--- src/hdl/cache_pkg.sv ---
// Shared widths, cache geometry and enums of the two-level memory hierarchy
package cache_pkg;

  // Host side
  localparam int ADDR_W = 6;                     // Word address
  localparam int DATA_W = 16;                    // One word per line

  // L1, two-way set associative
  localparam int L1_SETS  = 2;
  localparam int L1_WAYS  = 2;
  localparam int L1_IDX_W = $clog2(L1_SETS);     // Index is address bit 0
  localparam int L1_TAG_W = ADDR_W - L1_IDX_W;   // Tag is address bits 5 to 1

  // L2, fully associative
  localparam int L2_LINES = 8;
  localparam int L2_IDX_W = 3;                   // Also the width of a line age

  // Main memory
  localparam int MEM_WORDS  = 64;
  localparam int MEM_RD_LAT = 2;                 // Cycles from read pulse to data

  // AXI response code, only OKAY is produced
  localparam logic [1:0] RESP_OKAY = 2'b00;

  typedef enum logic
  {
    OP_READ,
    OP_WRITE
  } cache_op_t;

  // Controller states
  typedef enum logic [2:0]
  {
    ST_IDLE,
    ST_LOOKUP,
    ST_WRITEBACK,    // Dirty L2 victim goes to memory
    ST_MEM_READ,
    ST_MEM_WAIT,
    ST_FILL,         // Line written into L1 and L2
    ST_DONE
  } exec_state_t;

endpackage

--- src/hdl/main_memory.sv ---
// Main memory, single-cycle write and fixed-latency read
`timescale 1ns/1ns

module main_memory
  import cache_pkg::*;
(
  input  logic              clock,
  input  logic [ADDR_W-1:0] i_addr,
  input  logic [DATA_W-1:0] i_wdata,
  input  logic              i_wr,
  input  logic              i_rd,
  output logic [DATA_W-1:0] o_rdata,
  output logic              o_rd_valid     // One cycle, MEM_RD_LAT after i_rd
);

  logic [DATA_W-1:0]     mem [MEM_WORDS] = '{default: '0};   // Starts cleared
  logic [MEM_RD_LAT-1:0] rd_pipe = '0;
  logic [DATA_W-1:0]     data_pipe [MEM_RD_LAT];

  always_ff @(posedge clock)
  begin
    if (i_wr)
      mem[i_addr] <= i_wdata;
    // Read delay line, valid and data move together
    rd_pipe      <= {rd_pipe[MEM_RD_LAT-2:0], i_rd};
    data_pipe[0] <= mem[i_addr];
    for (int i = 1; i < MEM_RD_LAT; i++)
      data_pipe[i] <= data_pipe[i-1];
  end

  assign o_rd_valid = rd_pipe[MEM_RD_LAT-1];
  assign o_rdata    = data_pipe[MEM_RD_LAT-1];

endmodule

--- src/hdl/l2_cache.sv ---
// Fully associative L2 with true LRU ages, dirty bits and victim selection
`timescale 1ns/1ns

module l2_cache
  import cache_pkg::*;
(
  input  logic              clock,
  input  logic              reset,
  input  logic [ADDR_W-1:0] i_lookup_addr,
  input  logic              i_update,        // Write hit line, else victim
  input  logic [DATA_W-1:0] i_update_data,
  input  logic              i_update_dirty,
  output logic              o_hit,
  output logic [DATA_W-1:0] o_hit_data,
  output logic              o_victim_dirty,  // Victim needs write-back
  output logic [ADDR_W-1:0] o_victim_addr,
  output logic [DATA_W-1:0] o_victim_data
);

  logic [DATA_W-1:0]   line_data [L2_LINES];
  logic [ADDR_W-1:0]   line_addr [L2_LINES];   // Full word address as tag
  logic [L2_LINES-1:0] line_valid, line_dirty;
  logic [L2_IDX_W-1:0] line_age  [L2_LINES];   // 0 is most recent

  logic [L2_IDX_W-1:0] hit_idx, victim_idx, sel_idx, sel_age, max_age;
  logic                found_free;

  always_comb
  begin
    o_hit   = 1'b0;
    hit_idx = '0;
    for (int i = 0; i < L2_LINES; i++)
    begin
      if (line_valid[i] && line_addr[i] == i_lookup_addr)
      begin
        o_hit   = 1'b1;
        hit_idx = L2_IDX_W'(i);
      end
    end
  end

  // Lowest invalid line, else the oldest
  always_comb
  begin
    found_free = 1'b0;
    victim_idx = '0;
    max_age    = '0;
    for (int i = 0; i < L2_LINES; i++)
    begin
      if (!line_valid[i] && !found_free)
      begin
        found_free = 1'b1;
        victim_idx = L2_IDX_W'(i);
      end
    end
    if (!found_free)
    begin
      for (int i = 0; i < L2_LINES; i++)
      begin
        if (line_age[i] > max_age)
        begin
          max_age    = line_age[i];
          victim_idx = L2_IDX_W'(i);
        end
      end
    end
  end

  assign sel_idx = o_hit ? hit_idx : victim_idx;
  // A newly filled line counts as older than every valid one
  assign sel_age = line_valid[sel_idx] ? line_age[sel_idx] : '1;

  assign o_hit_data     = line_data[hit_idx];
  assign o_victim_dirty = line_valid[victim_idx] && line_dirty[victim_idx];
  assign o_victim_addr  = line_addr[victim_idx];
  assign o_victim_data  = line_data[victim_idx];

  always_ff @(posedge clock)
  begin
    if (i_update)
    begin
      line_data[sel_idx] <= i_update_data;
      line_addr[sel_idx] <= i_lookup_addr;
    end
  end

  always_ff @(posedge clock or posedge reset)
  begin
    if (reset)
    begin
      line_valid <= '0;
      line_dirty <= '0;
      for (int i = 0; i < L2_LINES; i++)
        line_age[i] <= '0;
    end
    else if (i_update)
    begin
      line_valid[sel_idx] <= 1'b1;
      line_dirty[sel_idx] <= i_update_dirty || (o_hit && line_dirty[sel_idx]);  // Dirty sticks
      for (int i = 0; i < L2_LINES; i++)
      begin
        if (L2_IDX_W'(i) == sel_idx)
          line_age[i] <= '0;                    // Most recent
        else if (line_valid[i] && line_age[i] < sel_age)
          line_age[i] <= line_age[i] + 1'b1;    // Younger lines age by one
      end
    end
  end

endmodule

--- src/hdl/cache_execute.sv ---
// Cache controller FSM with the L1 arrays, per-set LRU and the L2 instance
`timescale 1ns/1ns

module cache_execute
  import cache_pkg::*;
(
  input  logic                clock,
  input  logic                reset,
  input  logic                i_req_valid,
  input  cache_op_t           i_req_op,
  input  logic [ADDR_W-1:0]   i_req_addr,
  input  logic [L1_IDX_W-1:0] i_req_index,
  input  logic [L1_TAG_W-1:0] i_req_tag,
  input  logic [DATA_W-1:0]   i_req_wdata,
  input  logic [DATA_W-1:0]   i_mem_rdata,
  input  logic                i_mem_rd_valid,
  output logic [ADDR_W-1:0]   o_mem_addr,
  output logic [DATA_W-1:0]   o_mem_wdata,
  output logic                o_mem_wr,
  output logic                o_mem_rd,
  output logic                o_done,
  output cache_op_t           o_done_op,
  output logic [DATA_W-1:0]   o_done_data,
  output logic                o_done_hit_l1,
  output logic                o_done_hit_l2
);

  // L1 arrays, one word per line
  logic [DATA_W-1:0]   l1_data  [L1_SETS][L1_WAYS];
  logic [L1_TAG_W-1:0] l1_tag   [L1_SETS][L1_WAYS];
  logic                l1_valid [L1_SETS][L1_WAYS];
  logic                l1_lru   [L1_SETS];         // Way to replace next

  exec_state_t         state;
  cache_op_t           op_q;
  logic [ADDR_W-1:0]   addr_q;
  logic [L1_IDX_W-1:0] index_q;
  logic [L1_TAG_W-1:0] tag_q;
  logic [DATA_W-1:0]   wdata_q;
  logic [DATA_W-1:0]   fill_data;    // Line from L2 or memory
  logic [DATA_W-1:0]   done_data;
  logic                hit_l1_q, hit_l2_q;

  logic                l2_hit, l2_victim_dirty;
  logic [DATA_W-1:0]   l2_hit_data, l2_victim_data;
  logic [ADDR_W-1:0]   l2_victim_addr;

  logic                l1_hit, hit_way, repl_way, tgt_way;
  logic                lookup_commit, l1_write, l1_touch;
  logic [DATA_W-1:0]   l1_wr_data;

  // L1 tag compare in the addressed set
  always_comb
  begin
    l1_hit  = 1'b0;
    hit_way = 1'b0;
    for (int w = 0; w < L1_WAYS; w++)
    begin
      if (l1_valid[index_q][w] && l1_tag[index_q][w] == tag_q)
      begin
        l1_hit  = 1'b1;
        hit_way = 1'(w);
      end
    end
  end

  // Free way first, else the LRU way
  assign repl_way = !l1_valid[index_q][0] ? 1'b0 :
                    !l1_valid[index_q][1] ? 1'b1 : l1_lru[index_q];
  assign tgt_way  = l1_hit ? hit_way : repl_way;

  // A write commits at lookup unless it must first write back a dirty victim
  assign lookup_commit = (state == ST_LOOKUP) && (op_q == OP_WRITE) &&
                         (l2_hit || !l2_victim_dirty);
  assign l1_write   = lookup_commit || (state == ST_FILL);
  assign l1_touch   = l1_write || ((state == ST_LOOKUP) && (op_q == OP_READ) && l1_hit);
  assign l1_wr_data = (op_q == OP_WRITE) ? wdata_q : fill_data;

  always_ff @(posedge clock)
  begin
    if (l1_write)
    begin
      l1_data[index_q][tgt_way] <= l1_wr_data;
      l1_tag[index_q][tgt_way]  <= tag_q;
    end
  end

  always_ff @(posedge clock or posedge reset)
  begin
    if (reset)
    begin
      for (int s = 0; s < L1_SETS; s++)
      begin
        l1_lru[s] <= 1'b0;
        for (int w = 0; w < L1_WAYS; w++)
        begin
          l1_valid[s][w] <= 1'b0;
        end
      end
    end
    else
    begin
      if (l1_write)
        l1_valid[index_q][tgt_way] <= 1'b1;
      if (l1_touch)
        l1_lru[index_q] <= ~tgt_way;      // Other way becomes LRU
    end
  end

  always_ff @(posedge clock or posedge reset)
  begin
    if (reset)
    begin
      state <= ST_IDLE;
    end
    else
    begin
      case (state)
        ST_IDLE:
          if (i_req_valid)
            state <= ST_LOOKUP;
        ST_LOOKUP:
          if (l1_touch)
            state <= ST_DONE;                              // L1 read hit or direct write
          else if (op_q == OP_READ && l2_hit)
            state <= ST_FILL;                              // Copy up from L2
          else if (l2_victim_dirty)
            state <= ST_WRITEBACK;
          else
            state <= ST_MEM_READ;
        ST_WRITEBACK:
          state <= (op_q == OP_WRITE) ? ST_FILL : ST_MEM_READ;  // Writes need no line
        ST_MEM_READ:
          state <= ST_MEM_WAIT;
        ST_MEM_WAIT:
          if (i_mem_rd_valid)
            state <= ST_FILL;
        ST_FILL:
          state <= ST_DONE;
        default:
          state <= ST_IDLE;                                // ST_DONE
      endcase
    end
  end

  // Request and result payload
  always_ff @(posedge clock)
  begin
    if (state == ST_IDLE && i_req_valid)
    begin
      op_q    <= i_req_op;
      addr_q  <= i_req_addr;
      index_q <= i_req_index;
      tag_q   <= i_req_tag;
      wdata_q <= i_req_wdata;
    end
    if (state == ST_LOOKUP)
    begin
      hit_l1_q  <= l1_hit;
      hit_l2_q  <= !l1_hit && l2_hit;   // L2 flag only when L1 missed
      fill_data <= l2_hit_data;
      done_data <= (op_q == OP_WRITE) ? wdata_q : l1_data[index_q][hit_way];
    end
    if (state == ST_MEM_WAIT && i_mem_rd_valid)
      fill_data <= i_mem_rdata;
    if (state == ST_FILL)
      done_data <= l1_wr_data;
  end

  // Memory port, victim address only during write-back
  assign o_mem_addr  = (state == ST_WRITEBACK) ? l2_victim_addr : addr_q;
  assign o_mem_wdata = l2_victim_data;
  assign o_mem_wr    = (state == ST_WRITEBACK);
  assign o_mem_rd    = (state == ST_MEM_READ);

  assign o_done        = (state == ST_DONE);
  assign o_done_op     = op_q;
  assign o_done_data   = done_data;
  assign o_done_hit_l1 = hit_l1_q;
  assign o_done_hit_l2 = hit_l2_q;

  // Every L1 write also goes to L2, dirty for host writes
  l2_cache u_l2
  (
    .clock          (clock),
    .reset          (reset),
    .i_lookup_addr  (addr_q),
    .i_update       (l1_write),
    .i_update_data  (l1_wr_data),
    .i_update_dirty (op_q == OP_WRITE),
    .o_hit          (l2_hit),
    .o_hit_data     (l2_hit_data),
    .o_victim_dirty (l2_victim_dirty),
    .o_victim_addr  (l2_victim_addr),
    .o_victim_data  (l2_victim_data)
  );

endmodule

--- src/hdl/request_decode.sv ---
// AXI4-Lite write and read address channels, one request accepted at a time
`timescale 1ns/1ns

module request_decode
  import cache_pkg::*;
(
  input  logic                clock,
  input  logic                reset,
  input  logic                i_awvalid,
  input  logic [ADDR_W-1:0]   i_awaddr,
  input  logic                i_wvalid,
  input  logic [DATA_W-1:0]   i_wdata,
  input  logic                i_arvalid,
  input  logic [ADDR_W-1:0]   i_araddr,
  input  logic                i_resp_taken,   // Response handshake done, free again
  output logic                o_awready,
  output logic                o_wready,
  output logic                o_arready,
  output logic                o_req_valid,    // One cycle per accepted request
  output cache_op_t           o_req_op,
  output logic [ADDR_W-1:0]   o_req_addr,
  output logic [L1_IDX_W-1:0] o_req_index,
  output logic [L1_TAG_W-1:0] o_req_tag,
  output logic [DATA_W-1:0]   o_req_wdata
);

  logic busy;       // A request is in flight until its response is taken
  logic write_go;   // AW and W transfer this cycle
  logic read_go;    // AR transfers this cycle

  // Write needs both address and data, and wins over a pending read
  assign write_go  = !busy && i_awvalid && i_wvalid;
  assign read_go   = !busy && i_arvalid && !(i_awvalid && i_wvalid);

  assign o_awready = write_go;
  assign o_wready  = write_go;   // AW and W accepted together
  assign o_arready = read_go;

  // The transfer itself is the request pulse, busy drops ready right after
  assign o_req_valid = write_go || read_go;
  assign o_req_op    = write_go ? OP_WRITE : OP_READ;
  assign o_req_addr  = write_go ? i_awaddr : i_araddr;
  assign o_req_wdata = i_wdata;

  // Address split for L1
  assign o_req_index = o_req_addr[L1_IDX_W-1:0];        // Set select
  assign o_req_tag   = o_req_addr[ADDR_W-1:L1_IDX_W];

  always_ff @(posedge clock or posedge reset)
  begin
    if (reset)
    begin
      busy <= 1'b0;
    end
    else if (o_req_valid)
    begin
      busy <= 1'b1;
    end
    else if (i_resp_taken)
    begin
      busy <= 1'b0;          // Host took the response
    end
  end

endmodule

--- src/hdl/response_result.sv ---
// AXI4-Lite B and R channels holding the result and hit flags until accepted
`timescale 1ns/1ns

module response_result
  import cache_pkg::*;
(
  input  logic              clock,
  input  logic              reset,
  input  logic              i_done,
  input  cache_op_t         i_done_op,
  input  logic [DATA_W-1:0] i_done_data,
  input  logic              i_done_hit_l1,
  input  logic              i_done_hit_l2,
  input  logic              i_bready,
  input  logic              i_rready,
  output logic              o_bvalid,
  output logic [1:0]        o_bresp,
  output logic              o_rvalid,
  output logic [DATA_W-1:0] o_rdata,
  output logic [1:0]        o_rresp,
  output logic              o_hit_l1,
  output logic              o_hit_l2,
  output logic              o_resp_taken   // Handshake cycle, releases decode
);

  assign o_bresp = RESP_OKAY;
  assign o_rresp = RESP_OKAY;

  assign o_resp_taken = (o_bvalid && i_bready) || (o_rvalid && i_rready);

  always_ff @(posedge clock or posedge reset)
  begin
    if (reset)
    begin
      o_bvalid <= 1'b0;
      o_rvalid <= 1'b0;
      o_hit_l1 <= 1'b0;
      o_hit_l2 <= 1'b0;
    end
    else if (i_done)
    begin
      o_bvalid <= (i_done_op == OP_WRITE);   // Channel by opcode
      o_rvalid <= (i_done_op == OP_READ);
      o_hit_l1 <= i_done_hit_l1;
      o_hit_l2 <= i_done_hit_l2;
    end
    else if (o_resp_taken)
    begin
      o_bvalid <= 1'b0;
      o_rvalid <= 1'b0;
      o_hit_l1 <= 1'b0;                      // Flags only meaningful with a valid
      o_hit_l2 <= 1'b0;
    end
  end

  // Read data held stable under back-pressure
  always_ff @(posedge clock)
  begin
    if (i_done && i_done_op == OP_READ)
      o_rdata <= i_done_data;
  end

endmodule

--- src/hdl/memory_hierarchy.sv ---
// Two-level cache hierarchy with an AXI4-Lite slave port in front of main memory
`timescale 1ns/1ns

module memory_hierarchy
  import cache_pkg::*;
(
  input  logic              clock,
  input  logic              reset,
  // Write address and data
  input  logic              i_awvalid,
  output logic              o_awready,
  input  logic [ADDR_W-1:0] i_awaddr,
  input  logic              i_wvalid,
  output logic              o_wready,
  input  logic [DATA_W-1:0] i_wdata,
  // Write response
  output logic              o_bvalid,
  input  logic              i_bready,
  output logic [1:0]        o_bresp,
  // Read address
  input  logic              i_arvalid,
  output logic              o_arready,
  input  logic [ADDR_W-1:0] i_araddr,
  // Read data
  output logic              o_rvalid,
  input  logic              i_rready,
  output logic [DATA_W-1:0] o_rdata,
  output logic [1:0]        o_rresp,
  // Where the request hit, valid with BVALID or RVALID
  output logic              o_hit_l1,
  output logic              o_hit_l2
);

  // Decode to execute
  logic                req_valid;
  cache_op_t           req_op;
  logic [ADDR_W-1:0]   req_addr;
  logic [L1_IDX_W-1:0] req_index;
  logic [L1_TAG_W-1:0] req_tag;
  logic [DATA_W-1:0]   req_wdata;

  // Execute to memory
  logic [ADDR_W-1:0] mem_addr;
  logic [DATA_W-1:0] mem_wdata, mem_rdata;
  logic              mem_wr, mem_rd, mem_rd_valid;

  // Execute to result, and the release back to decode
  logic              done, done_hit_l1, done_hit_l2;
  cache_op_t         done_op;
  logic [DATA_W-1:0] done_data;
  logic              resp_taken;

  request_decode u_decode
  (
    .clock       (clock),
    .reset       (reset),
    .i_awvalid   (i_awvalid),
    .i_awaddr    (i_awaddr),
    .i_wvalid    (i_wvalid),
    .i_wdata     (i_wdata),
    .i_arvalid   (i_arvalid),
    .i_araddr    (i_araddr),
    .i_resp_taken(resp_taken),
    .o_awready   (o_awready),
    .o_wready    (o_wready),
    .o_arready   (o_arready),
    .o_req_valid (req_valid),
    .o_req_op    (req_op),
    .o_req_addr  (req_addr),
    .o_req_index (req_index),
    .o_req_tag   (req_tag),
    .o_req_wdata (req_wdata)
  );

  cache_execute u_execute
  (
    .clock          (clock),
    .reset          (reset),
    .i_req_valid    (req_valid),
    .i_req_op       (req_op),
    .i_req_addr     (req_addr),
    .i_req_index    (req_index),
    .i_req_tag      (req_tag),
    .i_req_wdata    (req_wdata),
    .i_mem_rdata    (mem_rdata),
    .i_mem_rd_valid (mem_rd_valid),
    .o_mem_addr     (mem_addr),
    .o_mem_wdata    (mem_wdata),
    .o_mem_wr       (mem_wr),
    .o_mem_rd       (mem_rd),
    .o_done         (done),
    .o_done_op      (done_op),
    .o_done_data    (done_data),
    .o_done_hit_l1  (done_hit_l1),
    .o_done_hit_l2  (done_hit_l2)
  );

  response_result u_result
  (
    .clock         (clock),
    .reset         (reset),
    .i_done        (done),
    .i_done_op     (done_op),
    .i_done_data   (done_data),
    .i_done_hit_l1 (done_hit_l1),
    .i_done_hit_l2 (done_hit_l2),
    .i_bready      (i_bready),
    .i_rready      (i_rready),
    .o_bvalid      (o_bvalid),
    .o_bresp       (o_bresp),
    .o_rvalid      (o_rvalid),
    .o_rdata       (o_rdata),
    .o_rresp       (o_rresp),
    .o_hit_l1      (o_hit_l1),
    .o_hit_l2      (o_hit_l2),
    .o_resp_taken  (resp_taken)
  );

  main_memory u_memory
  (
    .clock      (clock),
    .i_addr     (mem_addr),
    .i_wdata    (mem_wdata),
    .i_wr       (mem_wr),
    .i_rd       (mem_rd),
    .o_rdata    (mem_rdata),
    .o_rd_valid (mem_rd_valid)
  );

endmodule

--- config.mk ---
export PLATFORM = sky130hd
export DESIGN_NAME = memory_hierarchy
export DESIGN_NICKNAME = d
export VERILOG_FILES = /design/src/hdl/cache_pkg.sv /design/src/hdl/main_memory.sv /design/src/hdl/l2_cache.sv /design/src/hdl/cache_execute.sv /design/src/hdl/request_decode.sv /design/src/hdl/response_result.sv /design/src/hdl/memory_hierarchy.sv
export SDC_FILE = /design/constraint.sdc
export NUM_CORES = 2
export LEC_CHECK = 0
export ABC_CLOCK_PERIOD_IN_PS = 18050
export BUFFER_PORTS_ARGS = -buffer_cell sky130_fd_sc_hd__buf_2
export CAP_MARGIN = 0
export CORE_ASPECT_RATIO = 0.7
export CORE_MARGIN = 10
export CORE_UTILIZATION = 63
export CTS_CLUSTER_DIAMETER = 80
export CTS_CLUSTER_SIZE = 30
export DETAILED_ROUTE_END_ITERATION = 7
export PLACE_DENSITY = 0.79
export SYNTH_ARGS = -nofsm -noshare
export SYNTH_HDL_FRONTEND = slang
export SYNTH_SLANG_ARGS = --single-unit
--- constraint.sdc ---
create_clock -name clock -period 18.05 [get_ports clock]
set_input_delay 1.805 -clock clock [delete_from_list [all_inputs] [get_ports clock]]
set_output_delay 1.805 -clock clock [all_outputs]
set_load 0.005 [all_outputs]
==> results.yml <==
placement:
  place_hpwl_um: 93500
  io_buffer_count: 57
  gp_congestion: 0.919
drt:
  firstDrtPassIters: 8
  antenna_violating_nets_post_route: 0
  num_vias: 37700
  routed_wl_um: 153000
  viasPerCell: 6.86
  drc: 0
  wl_per_cell_um: 27.9
  drtIter0Drc: 6267
sta:
  finalMaxSlewViolations: 0
  setup_tns_ns: 0
  hold_viol: 0
  min_period_over_period_pct: 81.6
  worstMarginPinSlew_ns: 1.32
  slew-limit-headroom_pct: 11.3
  min_period_ns: 14.72
  rsz0062_at_grt: "no"
  fin_skew_ns: 0.0306
  holdWs_ns: 0.328
  setup_violations: 0
  fmax_mhz: 67.9
clock_tree:
  h-tree-depth: 2
  cts.sinks: 1446
  cts_resized: 0
  cts_tree: "built"
  clk_latency_ns: 0.70
  numCtsBuffers: 56
  cts_hold_buf: 0
  clockBufferDepth: 3
  clk_pin_slew_worst_paths_ns: 0.11
  clockRootBuffer: "clkbuf_16"
  postCtsSetupRepairBufs: 0
setup_path:
  cp_slowest_stage_delay_ns: 0.98
  cp-end-kind: "register"
  critPathKind: "reg -> reg"
  critical_path.max_fanout: 79
  worstRegToRegCells: 46
  crit_slowest_cell: "a221oi_1"
  arrival_ns: 15.30
  worstPathRequired_ns: 18.63
  cp_top_family: "compound AO/OA/AOI/OAI gates"
  startpoint_type: "register"
  crit_top_cell: "ha_1"
  crit_buf_inv: 4
  worst-path-stages: 46
synth:
  yosysUniqueCellTypes: 109
  synth_edf_count: 1357
  yosysSeqAreaShare_pct: 70.6
  synthArstFlopShare_pct: 3.73
  yosys_warnings: 0
  synthCells: 4186
  syn-cell-area_um2: 60600
  ys.flop_type: "edfxtp_1"
  ys_seq_elements: 1446
  syn_avg_cell_area_um2: 14.5
grt:
  gr-usage-all-layers_pct: 27.6
  gr-total-overflow: 0
  grt_max_degree: 126
  antenna_found_initial: 6
  grt_pass1_wl_um: 230000
  grt_pass1_vias: 35800
final_layout:
  syn2layout_area_growth_pct: 6.40
  fin_util_pct: 67.4
  nets: 4266
  drive_gt1_share_pct: 12.2
  fillerInstances: 6303
die:
  io_pins: 62
  die_h_um: 280
  core_area_um2: 95700
  dieArea_um2: 109000
  row_count: 95
  fp.dieW_um: 391
  initial_core_util_pct: 63.4
outcome:
  status: "finished clean"
worst_hold_path:
  min_path_cells: 0
  hold_class: "reg -> reg"
job:
  drv_cap: 0
-- cells in the final DEF (no fill, tap or decap), drive strengths merged, types with 21 or more instances in the layout --
cell type  Yosys  layout
edfxtp      1357    1357
nand2        727     727
buf          105     207
a21oi        191     191
mux2i        180     180
nor2         162     162
nand3        125     125
o21ai        113     113
o2bb2ai       94      94
clkbuf       157      87
mux4          78      78
dfrtp         54      54
mux2          52      52
a221oi        50      50
inv           47      50
nand4         45      45
and3          40      40
ha            38      38
a311oi        36      36
dfxtp         35      35
xnor2         32      32
a21o          29      29
a211oi        29      29
o22ai         28      28
xor2          26      26
a31oi         22      22
a221o         22      22
o31ai         21      21
nor3          21      21
-- registers in the layout, indices dropped and copies added, names as in the netlist, 2 cells and up, named ones only --
name / count
u_execute.u_l2.line_data: 128
u_execute.l1_valid: 4
u_execute.o_done_data: 16
u_result.o_rdata: 16
u_execute.u_l2.line_age: 24
u_execute.wdata_q: 16
u_memory.mem: 1024
u_execute.tag_q: 5
u_execute.u_l2.line_valid: 8
u_execute.l1_data: 64
u_execute.l1_lru: 2
u_memory.data_pipe: 32
u_execute.state: 3
u_execute.fill_data: 16
u_execute.u_l2.line_dirty: 8
u_execute.u_l2.line_addr: 48
u_execute.l1_tag: 20
u_memory.rd_pipe: 2
-- synth_stat cells (29+ instances only) --
master,instances,area (um2)
dfrtp_1,54,1350
a311oi_1,35,307
o21ai_0,108,541
o2bb2ai_1,93,815
xnor2_1,32,280
ha_1,38,475
a21oi_1,189,946
mux2i_1,180,1800
nand2_1,726,2730
clkbuf_1,157,589
mux2_2,43,484
a221oi_1,50,438
mux4_2,78,1760
dfxtp_1,35,701
and3_1,40,250
nor2_1,159,597
a21o_1,29,218
nand3_1,123,616
buf_2,57,285
nand4_1,44,275
edfxtp_1,1357,40700
inv_1,47,176
-- routing by layer --
layer | vias up | track usage (%) | share of wire [%]
met3 | 270 | 6.73 | 14
met5 | - | 0 | 0.0085
met2 | 2634 | 39.3 | 43
li1 | 16100 | - | -
met4 | 2 | 6.21 | 2.4
met1 | 18700 | 42.9 | 41
-- stage by stage --
step                      instances  setup slack, ns  cell area [um2]
after floorplan                4189             5.55            60600
after global placement         5395             3.92            62800
after detailed placement       5395             3.63            62800
after CTS                      5489             3.54            64500
after global routing           5490             2.48            64500
final                          5491             3.33            64500
-- worst paths after layout --
check / start / end / slack, ns
setup / recovery: u_execute.u_l2.line_age[22] / u_memory.data_pipe[0][3] / 3.33
hold / removal: u_memory.rd_pipe[0] / u_memory.rd_pipe[1] / 0.33
max in group asynchronous: reset / u_execute.u_l2.line_valid[7] / 16.21
hold reg to reg: u_memory.rd_pipe[0] / u_memory.rd_pipe[1] / 0.33
min in group asynchronous: reset / u_execute.u_l2.line_age[13] / 1.31
setup reg to reg: u_execute.u_l2.line_age[22] / u_memory.data_pipe[0][3] / 3.33
-- layout make-up --
| type | count | area [um2] | area share, % |
|---|---|---|---|
| sequential | 1446 | 42800 | 66.4 |
| antenna | 1 | 2.50 | 0.00388 |
| clock inverter | 8 | 134 | 0.208 |
| multi-input combinational | 2433 | 16800 | 26.0 |
| clock buffer | 86 | 1560 | 2.41 |
| timing repair buffer | 208 | 1470 | 2.28 |
| tap | 1261 | 1580 | 2.45 |
| inverter | 48 | 180 | 0.279 |
-- cell families after synthesis --
group | count (synthesis) | share of synthesized area [%]
compound gates | 807 | 9.74
xor+xnor | 58 | 0.838
fa+ha+maj | 38 | 0.784
buf+inv | 310 | 2.30
flops | 1446 | 70.6
mux | 310 | 6.85
other cells | 1 | 0.00619
simple gates | 1216 | 8.88
Power is not shown: default switching activity piles up to over one toggle a cycle in this logic, so the estimate is an artifact.
